[src/design/isa_pkg.sv]
`default_nettype none

package isa_pkg;

  localparam int data_w = 32;
  localparam int reg_w = 6;  // register 0 means no source
  localparam int imm_w = 16;

  typedef enum logic [2:0] {
    alu_add  = 3'd0,
    alu_sub  = 3'd1,
    alu_and  = 3'd2,
    alu_or   = 3'd3,
    alu_xor  = 3'd4,
    alu_addi = 3'd5
  } alu_op_e;

  // all arithmetic wraps at 2**data_w
  function automatic logic [data_w-1:0] alu_result(
    input alu_op_e           op,
    input logic [data_w-1:0] a,
    input logic [data_w-1:0] b,
    input logic [imm_w-1:0]  imm
  );
    logic [data_w-1:0] imm_ext;
    imm_ext = {{(data_w - imm_w){imm[imm_w-1]}}, imm};
    case (op)
      alu_add:  return a + b;
      alu_sub:  return a - b;
      alu_and:  return a & b;
      alu_or:   return a | b;
      alu_xor:  return a ^ b;
      alu_addi: return a + imm_ext;  // operand 2 not used
      default:  return '0;
    endcase
  endfunction

endpackage

`default_nettype wire

[src/design/station_pkg.sv]
`default_nettype none

package station_pkg;
  import isa_pkg::*;

  localparam int rs_depth = 16;
  localparam int space_w = 5;
  localparam logic [2:0] alu_station = 3'd1;

  typedef struct packed {
    logic              valid;
    logic [2:0]        station;  // target station selector
    alu_op_e           op;
    logic [reg_w-1:0]  src1;
    logic [reg_w-1:0]  src2;
    logic              ready1;
    logic              ready2;
    logic [data_w-1:0] data1;
    logic [data_w-1:0] data2;
    logic [imm_w-1:0]  imm;
    logic [reg_w-1:0]  dest_arn;
    logic [reg_w-1:0]  dest_rrn;
    logic              spec;  // speculative tag
  } issue_slot_t;

  typedef struct packed {
    logic              valid;
    logic [reg_w-1:0]  arn;
    logic [reg_w-1:0]  rrn;
    logic [data_w-1:0] data;
  } cdb_t;

  typedef struct packed {
    alu_op_e           op;
    logic [reg_w-1:0]  src1;
    logic [reg_w-1:0]  src2;
    logic              valid1;
    logic              valid2;
    logic [data_w-1:0] data1;
    logic [data_w-1:0] data2;
    logic [imm_w-1:0]  imm;
    logic [reg_w-1:0]  dest_arn;
    logic [reg_w-1:0]  dest_rrn;
    logic              spec;
    logic              ignore;  // flushed, leaves without executing
  } station_rec_t;

  typedef struct packed {
    logic              valid;
    alu_op_e           op;
    logic [data_w-1:0] data1;
    logic [data_w-1:0] data2;
    logic [imm_w-1:0]  imm;
    logic [reg_w-1:0]  dest_arn;
    logic [reg_w-1:0]  dest_rrn;
  } exec_feed_t;

  function automatic logic cdb_hit(input logic [reg_w-1:0] src, input cdb_t bus);
    return bus.valid && (src != '0) && ((src == bus.arn) || (src == bus.rrn));
  endfunction

  // returns {valid, data}, port a wins over port b
  function automatic logic [data_w:0] capture_operand(
    input logic              have,
    input logic [data_w-1:0] data,
    input logic [reg_w-1:0]  src,
    input cdb_t              bus_a,
    input cdb_t              bus_b
  );
    if (have) return {1'b1, data};
    if (cdb_hit(src, bus_a)) return {1'b1, bus_a.data};
    if (cdb_hit(src, bus_b)) return {1'b1, bus_b.data};
    return {1'b0, data};
  endfunction

endpackage

`default_nettype wire

[src/design/exec_alu.sv]
`timescale 1ns/10ps
`default_nettype none

module exec_alu
  import isa_pkg::*;
  import station_pkg::*;
(
  input  logic       global_signals,
  input  logic       rst_n,
  input  exec_feed_t feed,
  output cdb_t       result
);

  logic [data_w-1:0] value;

  assign value = alu_result(feed.op, feed.data1, feed.data2, feed.imm);

  always_ff @(posedge global_signals) begin
    if (!rst_n) begin
      result.valid <= 1'b0;
    end else begin
      result.valid <= feed.valid;  // broadcast, never stalled
      if (feed.valid) begin
        result.arn  <= feed.dest_arn;
        result.rrn  <= feed.dest_rrn;
        result.data <= value;
      end
    end
  end

endmodule

`default_nettype wire

[config.mk]
export PLATFORM = sky130hd
export DESIGN_NAME = exec_alu
export DESIGN_NICKNAME = d
export VERILOG_FILES = /design/src/design/isa_pkg.sv /design/src/design/station_pkg.sv /design/src/design/exec_alu.sv
export SDC_FILE = /design/constraint.sdc
export NUM_CORES = 1
export LEC_CHECK = 0
export BUFFER_PORTS_ARGS = -buffer_cell sky130_fd_sc_hd__buf_2
export CORE_AREA = 2 2 120 122
export CTS_BUF_LIST = sky130_fd_sc_hd__clkbuf_16
export DETAILED_ROUTE_END_ITERATION = 12
export DIE_AREA = 0 0 122 124
export PLACE_DENSITY = 0.7
export SLEW_MARGIN = 20
export SYNTH_ARGS = -nofsm -noshare
export SYNTH_HDL_FRONTEND = slang
export SYNTH_SLANG_ARGS = --single-unit
[constraint.sdc]
create_clock -name global_signals -period 4 [get_ports global_signals]
set_input_delay 0 -clock global_signals [delete_from_list [all_inputs] [get_ports global_signals]]
set_output_delay 0 -clock global_signals [all_outputs]
set_load 0.02 [all_outputs]
==> impl_metrics.ini <==
[final_layout]
fillers = 1310
stdcell_area_um2 = 7923
n_antenna_cell = 0
final_common_cell = buf_2
reg_top3 = result x45
top_register = result
final_cell_mix = buf_2 (142), ha_1 (102), buf_4 (91)
fin_util_pct = 57.75
largest_reg_flops = 45
fin_nets = 1184
drive_above_1_share_pct = 27.13
area_delta_synth_final_pct = 29.99

[sta]
finalHoldViolCount = 0
rsz0062_at_grt = no
fmax_mhz = 265.2
maxSlewViolCount = 0
worstMarginPinSlew_ps = 1015
finalCritPeriodShare_pct = 94.26
setup_viol = 0
maxSlewHeadroom_pct = 32.18
period_minus_slack_ps = 3770

[yosys]
syn_area_um2 = 6095
synth_compound_area_share_pct = 27.67
synth_area_leaders = edfxtp_1 (22%), ha_1 (21%), a21oi_1 (6.6%)
muxShareOfSynthArea_pct = 1.088
async_flop_share_pct = 0
yosysWarnings = 0
synthFlopType = edfxtp_1
synth_fa_ha_area_share_pct = 21.27
ys_ff_latch = 45
synth_seq_area_share_pct = 22.01
yosys.area_share.simple_pct = 16.42
synth_top_family_by_area = compound AO/OA/AOI/OAI gates
synth_edf_count = 44
synth_cell_types = 64
yosysTopAreaCellShare_pct = 21.68
syn_inst = 774
synth_xor_area_share_pct = 4.003
syn_nets = 975
avgSynthCellArea_um2 = 7.874
synth.largest_area_cell = edfxtp_1

[die]
die_x_um = 122
io_pins = 143
core_um2 = 13720
rows = 43
dieArea_um2 = 15130
die_y_um = 124
start_util_pct = 44.42

[clocking]
cts_buffers = 5
path_clk_slew_ps = 80
clock_path_buffers = 2
cts_max_level = 2
post_cts_buffers = 0
cts_sinks = 45
cts-root-buf = clkbuf_16
cts_tree = built

[global_routing]
grt_pass1_vias = 6181
grt_max_degree = 30
grt_pass1_wl_um = 30640
grt-ovfl-total = 0
grtUsageTotal_pct = 25.78
grt_antenna_before_repair = 1

[pwr]
p_leak_nw = 3.740
max-vdd-ir-drop_v = 0.0002105
p_per_area_nw_per_um2 = 264.8

[worst_hold_path]
hold_path_depth = 3
hold_start = feed[60]
hp-class = input port to flip-flop
min_to = result[0]

[drt]
vias = 6675
wl_um = 19310
ant_nets = 0
vias_per_cell = 5.735
first_pass_iters = 5
drt_iter0_drc = 505
drc = 0
post_drt_wl_per_cell_um = 16.59

[critical_path]
cp-start-kind = input port
cp-end-kind = flip-flop
crit_fanout = 4
cp.arrival_ps = 3800
path_class = input port to flip-flop
crit_required_ps = 4030

[placement]
dpl_cell_area_um2 = 7538
hpwl_um = 14850
globalplace.congestion = 1.073
port_buffers = 142

[outcome]
status = completed

[run]
maxCapViolCount = 0
-- critical path, stage by stage --
cell and delay (ps):
buf_2 110, or4_4 570, nor4_4 270, nand3_1 130
or3_1 360, buf_4 150, o21ai_0 130, nand2_1 60
o21ai_0 110, ha_1 300, nand3_2 110, nor2_1 60
or4_1 510, a21oi_1 150, o41ai_1 110, a221oi_1 320
xor2_1 200, o221ai_1 130
-- per-stage QoR --
step | hold WS (ps) | TNS [ps] | worst slack [ps] | power [mW] | std cells
floorplan | 98.87 | -42.66 | -42.66 | 1.155 | 774
global placement | 177.2 | -457.7 | -147.8 | 1.495 | 1142
detailed placement | 178.7 | -650.7 | -211.0 | 1.506 | 1142
CTS | 161.8 | 0 | 53.52 | 2.097 | 1164
global route | 204.0 | 0 | 1.219 | 2.227 | 1164
finish | 163.8 | 0 | 229.7 | 2.098 | 1164
-- report_power, final --
part / total [mW] / internal (mW) / switching, mW
clock network: 0.571 / 0.361 / 0.210
logic: 0.941 / 0.412 / 0.530
registers: 0.585 / 0.575 / 0.00987
-- cell type report --
type / instances / area [um2] / share of cell area, %
timing repair buffer: 247 / 1534 / 19.36
tap: 180 / 225.2 / 2.843
inverter: 74 / 277.8 / 3.506
sequential: 45 / 1341 / 16.93
clock buffer: 5 / 125.1 / 1.579
clock inverter: 3 / 68.82 / 0.8686
multi-input combinational: 610 / 4350 / 54.91
-- cell usage after synthesis (all sizes together), types with 5 or more instances --
library cell,instances
a21o,14
buf,11
nor3,21
nor2,64
a31oi,17
o221ai,8
nor4,10
o31ai,8
nand2,55
nand2b,6
nand3,14
and3,6
a211oi,17
nand4,5
inv,73
ha,102
xnor2,17
xor2,10
edfxtp,44
clkbuf,34
a21oi,80
a22oi,6
o21ai,66
o22ai,12
o211ai,8
-- what timing repair did --
action / 4_1_cts / 5_1_grt
gates resized for setup: 0 / 12
hold endpoints to repair: 13 / 0
hold buffers: 14 / 0
setup endpoints to repair: 0 / 10
-- per-layer routing --
layer	track usage (%)	vias to the layer above	wire length [um]
met2	42.53	289	8662
li1	-	3254	-
met1	34.48	3082	8553
met3	4.167	48	1556
met4	8.405	2	526
met5	0	-	7
-- how the worst max path moves through the flow --
stage                     startpoint         end  slack (ps)  cells after the start
after floorplan             feed[30]  result[23]         -40                     17
after global placement      feed[32]  result[31]        -150                     20
after detailed placement    feed[32]  result[23]        -210                     17
after CTS                   feed[32]  result[31]          50                     20
after global routing        feed[32]  result[31]           1                     20
final                       feed[30]  result[23]         230                     18
-- logic make-up (layout without fill, tap and decap cells) --
kind of cell    count (synthesis)  count (layout)
xor+xnor                       27              27
mux                             6               6
simple gates                  203             203
fa+ha+maj                     103             103
compound gates                271             271
buf+inv                       119             329
flops                          45              45
No activity file was read; power rests on OpenSTA's default activity.
